===== config.mk =====
export PLATFORM = sky130hd
export DESIGN_NAME = antenna_sampler_flat
export DESIGN_NICKNAME = d
export VERILOG_FILES = /design/src/rtl/tart_pkg.sv /design/src/rtl/aq_buf_if.sv /design/src/rtl/antenna_sampler.sv /design/src/flat_wrapper.sv
export SDC_FILE = /design/constraint.sdc
export NUM_CORES = 1
export LEC_CHECK = 0
export ABC_AREA = 1
export BUFFER_PORTS_ARGS = -buffer_cell sky130_fd_sc_hd__clkbuf_2
export CORE_AREA = 3 3 88 65
export DETAILED_ROUTE_END_ITERATION = 10
export DIE_AREA = 0 0 91 68
export PLACE_DENSITY = 0.86
export SYNTH_ARGS = -nofsm -noshare
export SYNTH_HDL_FRONTEND = slang
export SYNTH_SLANG_ARGS = --single-unit

===== constraint.sdc =====
create_clock -name fpga_clk -period 2.9 [get_ports fpga_clk]
set_clock_uncertainty 0.05 [all_clocks]
set_input_delay 0 -clock fpga_clk [delete_from_list [all_inputs] [get_ports fpga_clk]]
set_output_delay 0 -clock fpga_clk [all_outputs]
set_load 0.005 [all_outputs]

===== src/rtl/tart_pkg.sv =====
`default_nettype none

package tart_pkg;

   // ----------------------------------------
   // bus and sample widths
   // ----------------------------------------
   localparam int BUS_WIDTH    = 8;   // register bus data
   localparam int ADR_WIDTH    = 3;   // register select
   localparam int SAMPLE_WIDTH = 24;  // one bit per antenna

   // ----------------------------------------
   // register map
   // ----------------------------------------
   localparam logic [ADR_WIDTH-1:0] REG_CTRL   = 3'd0;  // enable, debug, delay
   localparam logic [ADR_WIDTH-1:0] REG_STATUS = 3'd1;  // flags and state
   localparam logic [ADR_WIDTH-1:0] REG_DATA   = 3'd2;  // byte-wise read-back

   // acquisition sequence
   // idle -> fill -> ready -> done, back to idle when enable drops
   typedef enum logic [1:0] {
      AQ_IDLE  = 2'd0,  // waiting for enable
      AQ_FILL  = 2'd1,  // writing samples into the buffer
      AQ_READY = 2'd2,  // block full, read-back open
      AQ_DONE  = 2'd3   // whole block read
   } aq_state_t;

endpackage

`default_nettype wire


===== src/rtl/aq_buf_if.sv =====
`default_nettype none

// write and read ports of the block buffer
interface aq_buf_if #(
   parameter int DEPTH_LOG2 = 9
);
   import tart_pkg::*;

   logic                    wr_en;    // one write per sample strobe
   logic [DEPTH_LOG2-1:0]   wr_addr;
   logic [SAMPLE_WIDTH-1:0] wr_data;
   logic [DEPTH_LOG2-1:0]   rd_addr;  // word pointer from the bus side
   logic [SAMPLE_WIDTH-1:0] rd_data;  // one cycle behind rd_addr

   // sampler side
   modport writer (output wr_en, output wr_addr, output wr_data);

   // bus register side
   modport reader (output rd_addr, input rd_data);

   // the RAM itself
   modport mem (input wr_en, input wr_addr, input wr_data, input rd_addr, output rd_data);

endinterface

`default_nettype wire


===== src/rtl/antenna_sampler.sv =====
`default_nettype none

module antenna_sampler #(
   parameter int DEPTH_LOG2 = 9
) (
   input  wire                            fpga_clk,
   input  wire                            b_rst,
   input  wire [tart_pkg::SAMPLE_WIDTH-1:0] antenna_i,   // raw antenna bits
   input  wire                            sample_stb_i,
   input  wire                            debug_i,     // counter instead of antennas
   input  wire                            fill_en_i,   // high during a fill
   output logic                           fill_last_o, // write to last address
   aq_buf_if.writer                       aq_buf
);
   import tart_pkg::*;

   logic [SAMPLE_WIDTH-1:0] ant_q;     // registered antenna word
   logic [SAMPLE_WIDTH-1:0] dbg_cnt;   // debug test pattern
   logic [SAMPLE_WIDTH-1:0] src_word;
   logic [DEPTH_LOG2-1:0]   wr_cnt;
   logic                    wr_go;

   // ----------------------------------------
   // input register and debug counter
   // ----------------------------------------
   always_ff @(posedge fpga_clk) begin
      ant_q <= antenna_i;  // every cycle, strobe just picks one
   end

   // counts strobes whether filling or not
   always_ff @(posedge fpga_clk) begin
      if (b_rst) begin
         dbg_cnt <= '0;
      end else if (sample_stb_i) begin
         dbg_cnt <= dbg_cnt + 1'b1;  // wraps mod 2^24
      end
   end

   assign src_word = debug_i ? dbg_cnt : ant_q;

   // ----------------------------------------
   // buffer write
   // ----------------------------------------
   assign wr_go = sample_stb_i && fill_en_i;

   // address runs 0 .. depth-1, restarts whenever fill is off
   always_ff @(posedge fpga_clk) begin
      if (b_rst || !fill_en_i) begin
         wr_cnt <= '0;
      end else if (sample_stb_i) begin
         wr_cnt <= wr_cnt + 1'b1;
      end
   end

   assign aq_buf.wr_en   = wr_go;
   assign aq_buf.wr_addr = wr_cnt;
   assign aq_buf.wr_data = src_word;

   // fsm leaves fill on this, so the wrap back to 0 is never written
   assign fill_last_o = wr_go && (&wr_cnt);

endmodule

`default_nettype wire


===== src/flat_wrapper.sv =====
// flat-port wrapper written by rule: the top's interface ports become plain ports
module antenna_sampler_flat import tart_pkg::*;
#(
   parameter int DEPTH_LOG2 = 9
)
  (fpga_clk, b_rst, antenna_i, sample_stb_i, debug_i, fill_en_i, fill_last_o, aq_buf_wr_en, aq_buf_wr_addr, aq_buf_wr_data);
  aq_buf_if #(.DEPTH_LOG2(DEPTH_LOG2)) aq_buf_i ();
  input  wire fpga_clk;
  input  wire b_rst;
  input  wire [tart_pkg::SAMPLE_WIDTH-1:0] antenna_i;
  input  wire sample_stb_i;
  input  wire debug_i;
  input  wire fill_en_i;
  output logic fill_last_o;
  output wire logic [$bits(aq_buf_i.wr_en)-1:0] aq_buf_wr_en;
  output wire logic [$bits(aq_buf_i.wr_addr)-1:0] aq_buf_wr_addr;
  output wire logic [$bits(aq_buf_i.wr_data)-1:0] aq_buf_wr_data;
  assign aq_buf_wr_en = aq_buf_i.wr_en;
  assign aq_buf_wr_addr = aq_buf_i.wr_addr;
  assign aq_buf_wr_data = aq_buf_i.wr_data;
  antenna_sampler #(.DEPTH_LOG2(DEPTH_LOG2)) u_core (.fpga_clk(fpga_clk), .b_rst(b_rst), .antenna_i(antenna_i), .sample_stb_i(sample_stb_i), .debug_i(debug_i), .fill_en_i(fill_en_i), .fill_last_o(fill_last_o), .aq_buf(aq_buf_i));
endmodule

==> impl_results.html, run 1 <==
<table>
<tr><th>Metric</th><th>Value</th></tr>
<tr><th colspan="2">STA</th></tr>
<tr><td>Worst-Margin Slew</td><td>0.675 ns</td></tr>
<tr><td>Final number of hold-violating endpoints</td><td>0</td></tr>
<tr><td>Final-layout setup total negative slack</td><td>0 ns</td></tr>
<tr><td>Peak clock frequency supported by timing</td><td>0.575 GHz</td></tr>
<tr><td>Final Critical Period</td><td>1.74 ns</td></tr>
<tr><td>Count of final setup violators</td><td>0</td></tr>
<tr><td>Slew HR</td><td>0.550</td></tr>
<tr><td>Final max-slew violation count</td><td>0</td></tr>
<tr><td>Period utilization</td><td>0.599</td></tr>
<tr><td>Unrepaired setup endpoints after global routing</td><td>false</td></tr>
<tr><th colspan="2">Worst setup path</th></tr>
<tr><td>Worst-path fanout max</td><td>5</td></tr>
<tr><td>Slowest-stage cell, CP</td><td>sky130_fd_sc_hd__dfxtp_1</td></tr>
<tr><td>Cell-by-cell listing of the critical path</td><td>ha_1 &gt; nand3_1 &gt; nor2_1 &gt; ha_1 &gt; inv_1 &gt; nor2_1 &gt; clkbuf_2</td></tr>
<tr><td>Kind of start point of the critical path</td><td>register</td></tr>
<tr><td>Crit Reg-Reg Startpoint</td><td>u_core.aq_buf.wr_addr[0]</td></tr>
<tr><td>Crit path DAT</td><td>1.69 ns</td></tr>
<tr><td>Stages on worst setup path</td><td>7</td></tr>
<tr><td>Worst setup EP type</td><td>output port</td></tr>
<tr><td>Top cell family by delay on the critical path</td><td>flip-flops</td></tr>
<tr><td>R2r worst-path depth</td><td>6</td></tr>
<tr><td>Internal reg-to-reg setup slack</td><td>1.42 ns</td></tr>
<tr><td>Longest individual stage delay on the worst path</td><td>0.40 ns</td></tr>
<tr><td>Type of the worst setup path</td><td>reg2out</td></tr>
<tr><td>Endpoint of the worst-slack reg-to-reg timing path</td><td>u_core.aq_buf.wr_addr[8]</td></tr>
<tr><td>Number of buffer and inverter stages on the critical path</td><td>2</td></tr>
<tr><td>Worst EP required</td><td>2.85 ns</td></tr>
<tr><th colspan="2">Clock tree</th></tr>
<tr><td>CTS tree</td><td>yes</td></tr>
<tr><td>Later-pin clock latency in the skew report</td><td>0.34 ns</td></tr>
<tr><td>Resize count post-CTS</td><td>0</td></tr>
<tr><td>Total clock buffers created by CTS</td><td>9</td></tr>
<tr><td>Number of H-tree levels</td><td>3</td></tr>
<tr><td>Sink count of the clock tree</td><td>57</td></tr>
<tr><td>Clock transition at the registers of the reported paths</td><td>0.06 ns</td></tr>
<tr><td>Maximum number of buffers from clock root to sink</td><td>2</td></tr>
<tr><td>Buffer type at the clock tree root</td><td>sky130_fd_sc_hd__clkbuf_8</td></tr>
<tr><th colspan="2">Global routing</th></tr>
<tr><td>Global-route congestion overflow total</td><td>0</td></tr>
<tr><td>Initial antenna violation count</td><td>0</td></tr>
<tr><td>First-pass GRT wire length</td><td>10100 µm</td></tr>
<tr><td>Vias in the first global route</td><td>2261</td></tr>
<tr><td>Aggregate global-route resource usage</td><td>0.210</td></tr>
<tr><td>Maximum number of pins on one net before global-route repair</td><td>35</td></tr>
<tr><th colspan="2">Finish</th></tr>
<tr><td>Fraction of layout cells with a size suffix above 1</td><td>0.255</td></tr>
<tr><td>Number of inserted diodes</td><td>0</td></tr>
<tr><td>Net count of the finished layout</td><td>455</td></tr>
<tr><td>Number of non-filler instances in the completed layout</td><td>496</td></tr>
<tr><td>Area added between synthesis and finish</td><td>34.0%</td></tr>
<tr><td>Final Util</td><td>0.682</td></tr>
<tr><th colspan="2">Synth</th></tr>
<tr><td>Syn_area_per_cell</td><td>7.43 µm²</td></tr>
<tr><td>Synth Warn #</td><td>0</td></tr>
<tr><td>Post-synthesis register bit count</td><td>57</td></tr>
<tr><td>Distinct cell type count after synthesis</td><td>22</td></tr>
<tr><td>Synthesized cell area</td><td>2460 µm²</td></tr>
<tr><td>Fraction of the yosys area taken by sequential cells</td><td>0.464</td></tr>
<tr><td>Mapped Nets</td><td>363</td></tr>
<tr><td>Syn Inst Count</td><td>331</td></tr>
<tr><th colspan="2">Min path</th></tr>
<tr><td>Worst-case hold path end point</td><td>u_core.aq_buf.wr_addr[1]</td></tr>
<tr><td>Number of cells on the worst hold path</td><td>3</td></tr>
<tr><td>Hold Startpoint</td><td>sample_stb_i</td></tr>
<tr><td>Path type of the worst min-delay path</td><td>in2reg</td></tr>
<tr><th colspan="2">Power</th></tr>
<tr><td>Power density over cell area</td><td>526 nW/µm²</td></tr>
<tr><td>Peak supply drop</td><td>0.000455 V</td></tr>
<tr><td>P_leak</td><td>0.00141 µW</td></tr>
<tr><th colspan="2">Die</th></tr>
<tr><td>Core region area</td><td>4830 µm²</td></tr>
<tr><td>Die Outline Area</td><td>6190 µm²</td></tr>
<tr><td>Vert. Die Dim</td><td>68 µm</td></tr>
<tr><td>Effective utilization at floorplan</td><td>0.509</td></tr>
<tr><td>I/O Pins</td><td>64</td></tr>
<tr><td>Die outline width</td><td>91 µm</td></tr>
<tr><td>Number of rows created at floorplan</td><td>21</td></tr>
<tr><th colspan="2">Routing</th></tr>
<tr><td>Drt first-iter violations</td><td>163</td></tr>
<tr><td>Routed WL per cell</td><td>12.2 µm</td></tr>
<tr><td>Post-detailed-route count of antenna-violating nets</td><td>0</td></tr>
<tr><td>Via density</td><td>4.84</td></tr>
<tr><td>Final wirelength</td><td>6070 µm</td></tr>
<tr><td>First drt pass iteration count</td><td>4</td></tr>
<tr><td>Vias post-DR</td><td>2402</td></tr>
<tr><td># DRC</td><td>0</td></tr>
<tr><th colspan="2">Place</th></tr>
<tr><td>HPWL after detailed placement</td><td>4050 µm</td></tr>
<tr><td>Final estimated routing congestion in global placement</td><td>0.889</td></tr>
<tr><td>Number of port buffers</td><td>63</td></tr>
<tr><td>Placed cell count</td><td>455</td></tr>
<tr><th colspan="2">Job</th></tr>
<tr><td>Max-Cap Viols</td><td>0</td></tr>
<tr><th colspan="2">Run status</th></tr>
<tr><td>Run status</td><td>finished clean</td></tr>
</table>
## where the power goes
| group | switching [µW] | total [µW] | internal [µW] |
|---|---|---|---|
| clock network | 304 | 788 | 484 |
| logic | 60.0 | 133 | 72.5 |
| registers | 8.29 | 813 | 805 |
## cell usage in the layout, fill, tap and decap left out, types with 2 or more instances in the layout
| master | count |
|---|---|
| sky130_fd_sc_hd__inv_1 | 26 |
| sky130_fd_sc_hd__mux2_2 | 14 |
| sky130_fd_sc_hd__nand2_1 | 69 |
| sky130_fd_sc_hd__o21ai_1 | 2 |
| sky130_fd_sc_hd__nor2_1 | 73 |
| sky130_fd_sc_hd__nor3_1 | 7 |
| sky130_fd_sc_hd__nand3_1 | 19 |
| sky130_fd_sc_hd__ha_1 | 3 |
| sky130_fd_sc_hd__clkbuf_2 | 63 |
| sky130_fd_sc_hd__dlygate4sd3_1 | 26 |
| sky130_fd_sc_hd__a21oi_1 | 28 |
| sky130_fd_sc_hd__clkbuf_8 | 13 |
| sky130_fd_sc_hd__nand2_2 | 5 |
| sky130_fd_sc_hd__nor2_4 | 5 |
| sky130_fd_sc_hd__o21ai_0 | 6 |
| sky130_fd_sc_hd__nor2_2 | 5 |
| sky130_fd_sc_hd__dfxtp_1 | 57 |
## cell usage after synthesis, drive strengths merged
master   n  share of area
a21oi   28          0.057
a31oi    1         0.0025
buf      6          0.013
clkbuf   2         0.0031
clkinv   1         0.0015
dfxtp   57           0.46
ha       3          0.015
inv     27          0.041
mux2    14          0.064
nand2   74           0.12
nand3   20          0.043
nor2    83           0.15
nor3     7          0.014
o21ai    8          0.016
## timing repair
item,4_1_cts,5_1_grt
setup buffers,0,0
endpoints found under the hold margin,31,0
hold buffers,26,0
## through the flow
stage	worst slack [ns]	hold WS [ns]	power [µW]	instance area [µm²]
after floorplan	1.61	-0.0223	886	2460
after global placement	1.53	0.0520	929	2820
after detailed placement	1.48	0.0539	933	2820
after CTS	1.13	0.109	1750	3300
after global routing	0.972	0.154	1800	3300
final	1.16	0.127	1730	3300
## how the worst max path moves through the flow
stage / start / end / slack (ns)
finish: u_core.aq_buf.wr_addr[0] / fill_last_o / 1.16
global placement: u_core.dbg_cnt[1] / u_core.dbg_cnt[16] / 1.53
detailed placement: u_core.dbg_cnt[1] / u_core.dbg_cnt[6] / 1.48
global route: u_core.aq_buf.wr_addr[0] / fill_last_o / 0.97
CTS: u_core.aq_buf.wr_addr[0] / fill_last_o / 1.13
floorplan: u_core.aq_buf.wr_addr[0] / u_core.aq_buf.wr_addr[8] / 1.61
## worst register-to-register path: cells and delay by family, from the launching register on
| kind | cells | cell delay, ns |
|---|---|---|
| compound gates | 1 | 0.08 |
| fa+ha+maj | 2 | 0.47 |
| flops | 1 | 0.40 |
| simple gates | 3 | 0.37 |
## state kept, by name (all words and copies together), names as in the netlist
signal and count:
u_core.ant_q 24, u_core.aq_buf.wr_addr 9, u_core.dbg_cnt 24
## metal layers
| metal | global-route usage | vias to the layer above | part of all wire |
|---|---|---|---|
| met2 | 0.356 | 101 | 0.46 |
| met1 | 0.253 | 1061 | 0.44 |
| met3 | 0.0868 | 2 | 0.093 |
| li1 | - | 1238 | - |
| met5 | 0 | - | 0 |
| met4 | 0.0526 | 0 | 0.0013 |
## layout make-up
type / instances / area [µm²]
flip-flops and latches: 57 / 1140
fillers: 394 / 1540
clock inverters: 2 / 35.0
clock buffers: 13 / 179
multi-input cells: 238 / 1170
repair buffers: 89 / 576
well taps: 69 / 86.3
inverters: 28 / 105
## cell families (layout without fill, tap and decap cells)
group                      count (synthesis)  after routing  share of synthesized area
and+or+nand+nor                          184            184                      0.322
muxes                                     14             14                     0.0641
DFF                                       57             57                      0.464
buffers and inverters                     36            132                     0.0585
AOI/OAI and AO/OA                         37             37                     0.0758
adders and majority gates                  3              3                     0.0153
No activity file was read; power rests on OpenSTA's default activity.
==> inputs of run 2 (changes only) <==
- clock period: 2.9 -> 1.82 ns (I/O delays scaled with it)
==> run 2 against run 1 <==
Critical path depth unchanged. Register-to-register slack got worse by 1.0 ns. Setup slack got worse by 1.0 ns. Cell count increased by 1.0%. Core utilization increased by 0.28 points. Flip-flop and latch count unchanged. Largest cell class unchanged. Largest power group unchanged.
==> impl_results.html, run 2 (synthesis gave the netlist of run 1 again) <==
<table>
<tr><th>Metric</th><th>Value</th></tr>
<tr><th colspan="2">Global routing</th></tr>
<tr><td>Layer with the highest usage</td><td>met2</td></tr>
<tr><td>First-pass GRT wire length</td><td>10200 µm (+0.95%)</td></tr>
<tr><td>Aggregate global-route resource usage</td><td>0.211 (+0.00121)</td></tr>
<tr><td>Initial antenna violation count</td><td>0 (unchanged)</td></tr>
<tr><td>Met1 global-route usage</td><td>0.249 (-0.00338)</td></tr>
<tr><td>Global-route congestion overflow total</td><td>0 (unchanged)</td></tr>
<tr><td>Vias in the first global route</td><td>2336 (+3.3%)</td></tr>
<tr><td>Maximum number of pins on one net before global-route repair</td><td>32 (-8.6%)</td></tr>
<tr><td>Routing usage on met2</td><td>0.356 (unchanged)</td></tr>
<tr><td>GR Layer Usage met3</td><td>0.0758 (-0.0110)</td></tr>
<tr><th colspan="2">Clock tree</th></tr>
<tr><td>Later-pin clock latency in the skew report</td><td>0.34 ns (about the same)</td></tr>
<tr><td>Resize count post-CTS</td><td>0 (unchanged)</td></tr>
<tr><td>CTS tree</td><td>yes</td></tr>
<tr><td>Number of H-tree levels</td><td>3 (unchanged)</td></tr>
<tr><td>Total clock buffers created by CTS</td><td>9 (unchanged)</td></tr>
<tr><td>Maximum number of buffers from clock root to sink</td><td>2 (unchanged)</td></tr>
<tr><td>CTS Hold Buffers Added</td><td>27 (+3.8%)</td></tr>
<tr><td>Buffer type at the clock tree root</td><td>sky130_fd_sc_hd__clkbuf_8</td></tr>
<tr><td>Sink count of the clock tree</td><td>57 (unchanged)</td></tr>
<tr><td>Post-CTS setup buffer count</td><td>0 (unchanged)</td></tr>
<tr><td>Clock transition at the registers of the reported paths</td><td>0.07 ns (about the same)</td></tr>
<tr><th colspan="2">Die</th></tr>
<tr><td>Core region area</td><td>4830 µm² (unchanged)</td></tr>
<tr><td>Number of rows created at floorplan</td><td>21 (unchanged)</td></tr>
<tr><td>Die outline width</td><td>91 µm (unchanged)</td></tr>
<tr><td>Effective utilization at floorplan</td><td>0.509 (unchanged)</td></tr>
<tr><td>I/O Pins</td><td>64 (unchanged)</td></tr>
<tr><td>Vert. Die Dim</td><td>68 µm (unchanged)</td></tr>
<tr><td>Die Outline Area</td><td>6190 µm² (unchanged)</td></tr>
<tr><th colspan="2">Finish</th></tr>
<tr><td>Most frequent standard cell in the layout excluding fill and tap cells</td><td>sky130_fd_sc_hd__nor2_1</td></tr>
<tr><td>Multi-input logic area</td><td>1170 µm² (unchanged)</td></tr>
<tr><td>Register area</td><td>1140 µm² (unchanged)</td></tr>
<tr><td>Fraction of layout cells with a size suffix above 1</td><td>0.262 (+0.00630)</td></tr>
<tr><td>Final non-filler cell area</td><td>3310 µm² (+0.42%)</td></tr>
<tr><td>Final Util</td><td>0.685 (+0.00285)</td></tr>
<tr><td>Area added between synthesis and finish</td><td>34.6%</td></tr>
<tr><td>Number of inserted diodes</td><td>0 (unchanged)</td></tr>
<tr><td>Highest-count cells in the layout ignoring fill and taps</td><td>sky130_fd_sc_hd__nor2_1, sky130_fd_sc_hd__nand2_1, sky130_fd_sc_hd__clkbuf_2</td></tr>
<tr><td>Net count of the finished layout</td><td>459 (+0.88%)</td></tr>
<tr><td>Number of filler instances in the final layout</td><td>427 (+8.4%)</td></tr>
<tr><th colspan="2">Routing</th></tr>
<tr><td>Routed WL per cell</td><td>11.7 µm (-4.0%)</td></tr>
<tr><td>Drt first-iter violations</td><td>173 (+6.1%)</td></tr>
<tr><td>Vias post-DR</td><td>2440 (+1.6%)</td></tr>
<tr><td>First drt pass iteration count</td><td>5 (+1)</td></tr>
<tr><td>Via density</td><td>4.87 (+0.57%)</td></tr>
<tr><td>Post-detailed-route count of antenna-violating nets</td><td>0 (unchanged)</td></tr>
<tr><td># DRC</td><td>0 (unchanged)</td></tr>
<tr><td>Final wirelength</td><td>5880 µm (-3.0%)</td></tr>
<tr><th colspan="2">Place</th></tr>
<tr><td>Worst setup timing slack at the placement stage</td><td>0.417 ns (-1.06 ns)</td></tr>
<tr><td>HPWL after detailed placement</td><td>4150 µm (+2.5%)</td></tr>
<tr><td>Final estimated routing congestion in global placement</td><td>0.911 (+2.4%)</td></tr>
<tr><td>Number of port buffers</td><td>63 (unchanged)</td></tr>
<tr><td>Cell Area, Placed</td><td>2840 µm² (+0.80%)</td></tr>
<tr><th colspan="2">Power</th></tr>
<tr><td>Internal power consumption</td><td>2060 µW (+51%)</td></tr>
<tr><td>Relative contribution of the clock network to total power</td><td>0.434 (-0.021)</td></tr>
<tr><td>Overall power</td><td>2670 µW (+54%)</td></tr>
<tr><td>Power share of the combinational group</td><td>0.081 (+0.005)</td></tr>
<tr><td>Peak supply drop</td><td>0.000569 V (+25%)</td></tr>
<tr><td>P_leak</td><td>0.00141 µW (+0.63%)</td></tr>
<tr><td>Net switching fraction of the power</td><td>0.229 (+0.0144)</td></tr>
<tr><td>Net switching power</td><td>612 µW (+65%)</td></tr>
<tr><td>Sequential fraction of design power</td><td>0.485 (+0.016)</td></tr>
<tr><td>Power density over cell area</td><td>808 nW/µm² (+54%)</td></tr>
<tr><th colspan="2">STA</th></tr>
<tr><td>Final max-slew violation count</td><td>0 (unchanged)</td></tr>
<tr><td>Worst-Margin Slew</td><td>0.652 ns (-0.0229 ns)</td></tr>
<tr><td>Unrepaired setup endpoints after global routing</td><td>false</td></tr>
<tr><td>Count of final setup violators</td><td>0 (unchanged)</td></tr>
<tr><td>Final Critical Period</td><td>1.67 ns</td></tr>
<tr><td>Final number of hold-violating endpoints</td><td>0 (unchanged)</td></tr>
<tr><td>Peak clock frequency supported by timing</td><td>0.599 GHz</td></tr>
<tr><td>Slew HR</td><td>0.565 (+0.0153)</td></tr>
<tr><td>Period utilization</td><td>0.917</td></tr>
<tr><td>Worst Setup Slack, final</td><td>0.150 ns (-1.01 ns)</td></tr>
<tr><td>Final-layout setup total negative slack</td><td>0 ns (unchanged)</td></tr>
<tr><th colspan="2">Min path</th></tr>
<tr><td>Path type of the worst min-delay path</td><td>in2reg</td></tr>
<tr><td>Hold Startpoint</td><td>antenna_i[21]</td></tr>
<tr><td>Worst-case hold path end point</td><td>u_core.ant_q[21]</td></tr>
<tr><td>Number of cells on the worst hold path</td><td>2 (-1)</td></tr>
<tr><th colspan="2">Worst setup path</th></tr>
<tr><td>Cell-by-cell listing of the critical path</td><td>ha_1 &gt; nand3_1 &gt; nor2_1 &gt; ha_1 &gt; inv_1 &gt; nor2_1 &gt; clkbuf_2</td></tr>
<tr><td>Crit Reg-Reg Startpoint</td><td>u_core.aq_buf.wr_addr[0]</td></tr>
<tr><td>Worst-path fanout max</td><td>5 (unchanged)</td></tr>
<tr><td>Internal reg-to-reg setup slack</td><td>0.39 ns (-1.03 ns)</td></tr>
<tr><td>Worst EP required</td><td>1.77 ns (-1.08 ns)</td></tr>
<tr><td>Longest individual stage delay on the worst path</td><td>0.39 ns (about the same)</td></tr>
<tr><td>Endpoint of the worst-slack reg-to-reg timing path</td><td>u_core.aq_buf.wr_addr[8]</td></tr>
<tr><td>Slowest-stage cell, CP</td><td>sky130_fd_sc_hd__dfxtp_1</td></tr>
<tr><td>Type of the worst setup path</td><td>reg2out</td></tr>
<tr><td>Worst setup path startpoint</td><td>u_core.aq_buf.wr_addr[0]</td></tr>
<tr><td>R2r worst-path depth</td><td>6 (unchanged)</td></tr>
<tr><td>Crit path DAT</td><td>1.62 ns (-0.07 ns)</td></tr>
<tr><td>Worst setup EP type</td><td>output port</td></tr>
<tr><td>Kind of start point of the critical path</td><td>register</td></tr>
<tr><th colspan="2">Run status</th></tr>
<tr><td>Run status</td><td>finished clean</td></tr>
<tr><th colspan="2">Job</th></tr>
<tr><td>Max-Cap Viols</td><td>0 (unchanged)</td></tr>
</table>
run 2: per-layer routing:
layer / part of all wire / up-vias
met2: 0.44 / 98
met5: 0 / -
met1: 0.46 / 1081
met4: 0.015 / 0
met3: 0.087 / 10
li1: - / 1251
run 2: per-stage QoR:
step | instances | hold slack, ns
after global placement | 458 | 0.0523
after CTS | 501 | 0.226
final | 501 | 0.238
after floorplan | 331 | -0.0223
after detailed placement | 458 | 0.0539
after global routing | 501 | 0.242
run 2: worst max-delay path, delay by kind of cell (launching register included):
family | cells | cell delay [ns]
simple gates | 3 | 0.37
fa+ha+maj | 2 | 0.37
buf+inv | 2 | 0.16
flops | 1 | 0.39
run 2: power by group through the flow:
stage	Combinational (µW)	Clock, µW	Sequential [µW]
after global placement	166	0	1320
after global routing	244	1250	1300
after detailed placement	171	0	1320
final	217	1160	1300
after floorplan	92.7	0	1320
after CTS	216	1180	1290
run 2: area by class of cell:
cell class                 instances  share of cell area
multi-input combinational        238               0.355
sequential                        57               0.345
timing repair buffer              93               0.184
clock buffer                      10              0.0416
inverter                          28              0.0318
tap                               69              0.0261
clock inverter                     6              0.0174
run 2: how the worst max path moves through the flow:
stage | end | slack [ns] | depth (start not counted)
floorplan | u_core.aq_buf.wr_addr[8] | 0.53 | 6
CTS | fill_last_o | 0.13 | 7
detailed placement | u_core.dbg_cnt[10] | 0.42 | 8
global placement | u_core.dbg_cnt[6] | 0.48 | 8
finish | fill_last_o | 0.15 | 7
global route | fill_last_o | 0.01 | 7
==> inputs of run 3 (changes only) <==
- BUFFER_PORTS_ARGS: -buffer_cell sky130_fd_sc_hd__clkbuf_2 -> unset
- CAP_MARGIN: unset -> 20
- CORE_AREA: 3 3 88 65 -> 3 3 84 62
- DIE_AREA: 0 0 91 68 -> 0 0 87 65
- DONT_BUFFER_PORTS: unset -> 1
- PLACE_DENSITY: 0.86 -> 0.8
==> run 3 against run 2 <==
Count of clock-buffer cells in the layout up 4. Register-to-register slack is essentially flat. Critical path depth is 1 lower. Global-route usage rose by 0.67 points. Cell count decreased by 16%. Core utilization is 0.48 points lower. Design area is 10% lower. Setup slack better by 0.053 ns. Clock power is 5% higher. Flip-flop and latch count is the same. First-iteration DRC count is 28% lower. Combinational power shrank 33%. Critical endpoint unchanged. Largest cell class unchanged. Largest power group unchanged.
==> impl_results.html, run 3 (synthesis gave the netlist of run 1 again) <==
<table>
<tr><th>Metric</th><th>Value</th></tr>
<tr><th colspan="2">Global routing</th></tr>
<tr><td>Initial antenna violation count</td><td>0 (unchanged)</td></tr>
<tr><td>Maximum number of pins on one net before global-route repair</td><td>35 (+9.4%)</td></tr>
<tr><td>Vias in the first global route</td><td>2030 (-13%)</td></tr>
<tr><td>Global-route congestion overflow total</td><td>0 (unchanged)</td></tr>
<tr><td>Aggregate global-route resource usage</td><td>0.218 (+0.00674)</td></tr>
<tr><td>First-pass GRT wire length</td><td>9400 µm (-8.2%)</td></tr>
<tr><th colspan="2">Finish</th></tr>
<tr><td>Final Util</td><td>0.680 (-0.00481)</td></tr>
<tr><td>Most frequent standard cell in the layout excluding fill and tap cells</td><td>sky130_fd_sc_hd__nor2_1</td></tr>
<tr><td>Fraction of layout cells with a size suffix above 1</td><td>0.125 (-0.136)</td></tr>
<tr><td>Highest-count cells in the layout ignoring fill and taps</td><td>sky130_fd_sc_hd__nor2_1, sky130_fd_sc_hd__nand2_1, sky130_fd_sc_hd__dfxtp_1</td></tr>
<tr><td>Area added between synthesis and finish</td><td>21.1%</td></tr>
<tr><td>Net count of the finished layout</td><td>394 (-14%)</td></tr>
<tr><td>Number of inserted diodes</td><td>0 (unchanged)</td></tr>
<tr><td>Number of non-filler instances in the completed layout</td><td>422 (-16%)</td></tr>
<tr><th colspan="2">Die</th></tr>
<tr><td>Die Outline Area</td><td>5660 µm² (-8.6%)</td></tr>
<tr><td>Effective utilization at floorplan</td><td>0.561 (+0.0529)</td></tr>
<tr><td>I/O Pins</td><td>64 (unchanged)</td></tr>
<tr><td>Number of rows created at floorplan</td><td>20 (-4.8%)</td></tr>
<tr><td>Vert. Die Dim</td><td>65 µm (-4.4%)</td></tr>
<tr><td>Die outline width</td><td>87 µm (-4.4%)</td></tr>
<tr><td>Core region area</td><td>4380 µm² (-9.4%)</td></tr>
<tr><th colspan="2">Min path</th></tr>
<tr><td>Path type of the worst min-delay path</td><td>in2out</td></tr>
<tr><th colspan="2">Worst setup path</th></tr>
<tr><td>Number of buffer and inverter stages on the critical path</td><td>1 (-1)</td></tr>
<tr><td>Crit path DAT</td><td>1.57 ns (-0.05 ns)</td></tr>
<tr><td>Longest individual stage delay on the worst path</td><td>0.41 ns (+0.02 ns)</td></tr>
<tr><td>Slowest-stage cell, CP</td><td>sky130_fd_sc_hd__dfxtp_1</td></tr>
<tr><td>Cell-by-cell listing of the critical path</td><td>ha_1 &gt; nand3_1 &gt; nor2_1 &gt; ha_1 &gt; inv_1 &gt; nor2_1</td></tr>
<tr><td>Worst setup EP type</td><td>output port</td></tr>
<tr><td>Worst-path fanout max</td><td>5 (unchanged)</td></tr>
<tr><td>Top cell family by delay on the critical path</td><td>flip-flops</td></tr>
<tr><td>Kind of start point of the critical path</td><td>register</td></tr>
<tr><td>Worst EP required</td><td>1.77 ns (about the same)</td></tr>
<tr><td>Type of the worst setup path</td><td>reg2out</td></tr>
<tr><th colspan="2">Power</th></tr>
<tr><td>Peak supply drop</td><td>0.000612 V (+7.6%)</td></tr>
<tr><td>Power density over cell area</td><td>893 nW/µm² (+11%)</td></tr>
<tr><td>P_leak</td><td>0.00115 µW (-19%)</td></tr>
<tr><th colspan="2">STA</th></tr>
<tr><td>Final max-slew violation count</td><td>0 (unchanged)</td></tr>
<tr><td>Count of final setup violators</td><td>0 (unchanged)</td></tr>
<tr><td>Final number of hold-violating endpoints</td><td>0 (unchanged)</td></tr>
<tr><td>Final Critical Period</td><td>1.62 ns (-0.0533 ns)</td></tr>
<tr><td>Worst Setup Slack, final</td><td>0.204 ns (+0.0533 ns)</td></tr>
<tr><td>Slew HR</td><td>0.510 (-0.0556)</td></tr>
<tr><td>Final-layout setup total negative slack</td><td>0 ns (unchanged)</td></tr>
<tr><td>Worst-Margin Slew</td><td>0.735 ns (+0.0835 ns)</td></tr>
<tr><td>Unrepaired setup endpoints after global routing</td><td>false</td></tr>
<tr><td>Period utilization</td><td>0.888 (-0.0293)</td></tr>
<tr><td>Peak clock frequency supported by timing</td><td>0.619 GHz (+3.3%)</td></tr>
<tr><th colspan="2">Clock tree</th></tr>
<tr><td>Clock transition at the registers of the reported paths</td><td>0.06 ns (about the same)</td></tr>
<tr><td>Buffer type at the clock tree root</td><td>sky130_fd_sc_hd__clkbuf_8</td></tr>
<tr><td>Maximum number of buffers from clock root to sink</td><td>2 (unchanged)</td></tr>
<tr><td>Number of H-tree levels</td><td>3 (unchanged)</td></tr>
<tr><td>Total clock buffers created by CTS</td><td>9 (unchanged)</td></tr>
<tr><td>Post-CTS setup buffer count</td><td>0 (unchanged)</td></tr>
<tr><td>Sink count of the clock tree</td><td>57 (unchanged)</td></tr>
<tr><td>CTS tree</td><td>yes</td></tr>
<tr><td>Later-pin clock latency in the skew report</td><td>0.33 ns (about the same)</td></tr>
<tr><th colspan="2">Routing</th></tr>
<tr><td>Final wirelength</td><td>5560 µm (-5.5%)</td></tr>
<tr><td>Vias post-DR</td><td>2163 (-11%)</td></tr>
<tr><td># DRC</td><td>0 (unchanged)</td></tr>
<tr><td>Routed WL per cell</td><td>13.2 µm (+12%)</td></tr>
<tr><td>Drt first-iter violations</td><td>124 (-28%)</td></tr>
<tr><td>First drt pass iteration count</td><td>4 (-1)</td></tr>
<tr><td>Via density</td><td>5.13 (+5.2%)</td></tr>
<tr><td>Post-detailed-route count of antenna-violating nets</td><td>0 (unchanged)</td></tr>
<tr><th colspan="2">Place</th></tr>
<tr><td>Worst setup timing slack at the placement stage</td><td>0.426 ns (+0.00963 ns)</td></tr>
<tr><td>Placed cell count</td><td>379 (-17%)</td></tr>
<tr><td>Final estimated routing congestion in global placement</td><td>0.910 (about the same)</td></tr>
<tr><td>HPWL after detailed placement</td><td>3730 µm (-10%)</td></tr>
<tr><td>Number of port buffers</td><td>0 (-100%)</td></tr>
<tr><th colspan="2">Run status</th></tr>
<tr><td>Run status</td><td>finished clean</td></tr>
<tr><th colspan="2">Job</th></tr>
<tr><td>Max-Cap Viols</td><td>0 (unchanged)</td></tr>
</table>
[run 3: cell types whose count changed in the layout (fill, tap and decap cells not counted)]
cell	delta
sky130_fd_sc_hd__clkinv_2	-3
sky130_fd_sc_hd__clkbuf_8	+2
sky130_fd_sc_hd__clkinvlp_4	-1
sky130_fd_sc_hd__buf_4	-2
sky130_fd_sc_hd__dlygate4sd3_1	-1
sky130_fd_sc_hd__clkbuf_2	-63
sky130_fd_sc_hd__clkbuf_1	+2
sky130_fd_sc_hd__dlymetal6s4s_1	+1
[run 3: final cells by class]
cell class                      count  area (µm²)
Fill cell                         358        1400
Multi-Input combinational cell    238        1170
Sequential cell                    57        1140
Timing Repair Buffer               28         280
Clock buffer                       14         173
Inverter                           28         105
Tap cell                           55        68.8
Clock inverter                      2        35.0
[run 3: per-layer routing]
metal | GRT usage | routed length (µm) | vias up
li1 | - | - | 1113
met5 | 0 | 0 | -
met1 | 0.271 | 2610 | 951
met2 | 0.319 | 2300 | 89
met3 | 0.103 | 551 | 10
met4 | 0.0973 | 99 | 0
[run 3: worst paths after layout]
path                            cells past startpoint                        to                startpoint  slack [ns]
worst max-delay path                                6               fill_last_o  u_core.aq_buf.wr_addr[0]        0.20
worst min-delay path                                1        aq_buf_wr_data[20]                   debug_i        0.02
worst max register to register                      8         u_core.dbg_cnt[6]         u_core.dbg_cnt[1]        0.38
worst min register to register                      2  u_core.aq_buf.wr_addr[8]  u_core.aq_buf.wr_addr[8]        0.47
[run 3: power breakdown]
group	leakage [µW]	internal (µW)	switching, µW
clock	0.000107	743	475
sequential	0.000469	1280	13.6
combinational	0.000572	78.3	66.5
[run 3: stage by stage]
step / power [µW] / hold WS, ns / instance area, µm²
6_report: 2660 / 0.0170 / 2980
5_1_grt: 2760 / 0.0181 / 2980
4_1_cts: 2690 / 0.0191 / 2970
3_5_place_dp: 1410 / -0.0222 / 2500
3_3_place_gp: 1410 / -0.0222 / 2500
2_1_floorplan: 1410 / -0.0223 / 2460
[run 3: what timing repair did]
item | 4_1_cts | 5_1_grt
hold endpoints to repair | 53 | 0
hold buffers | 27 | 0
setup endpoints to repair | 0 | 5
gates resized for setup | 0 | 1
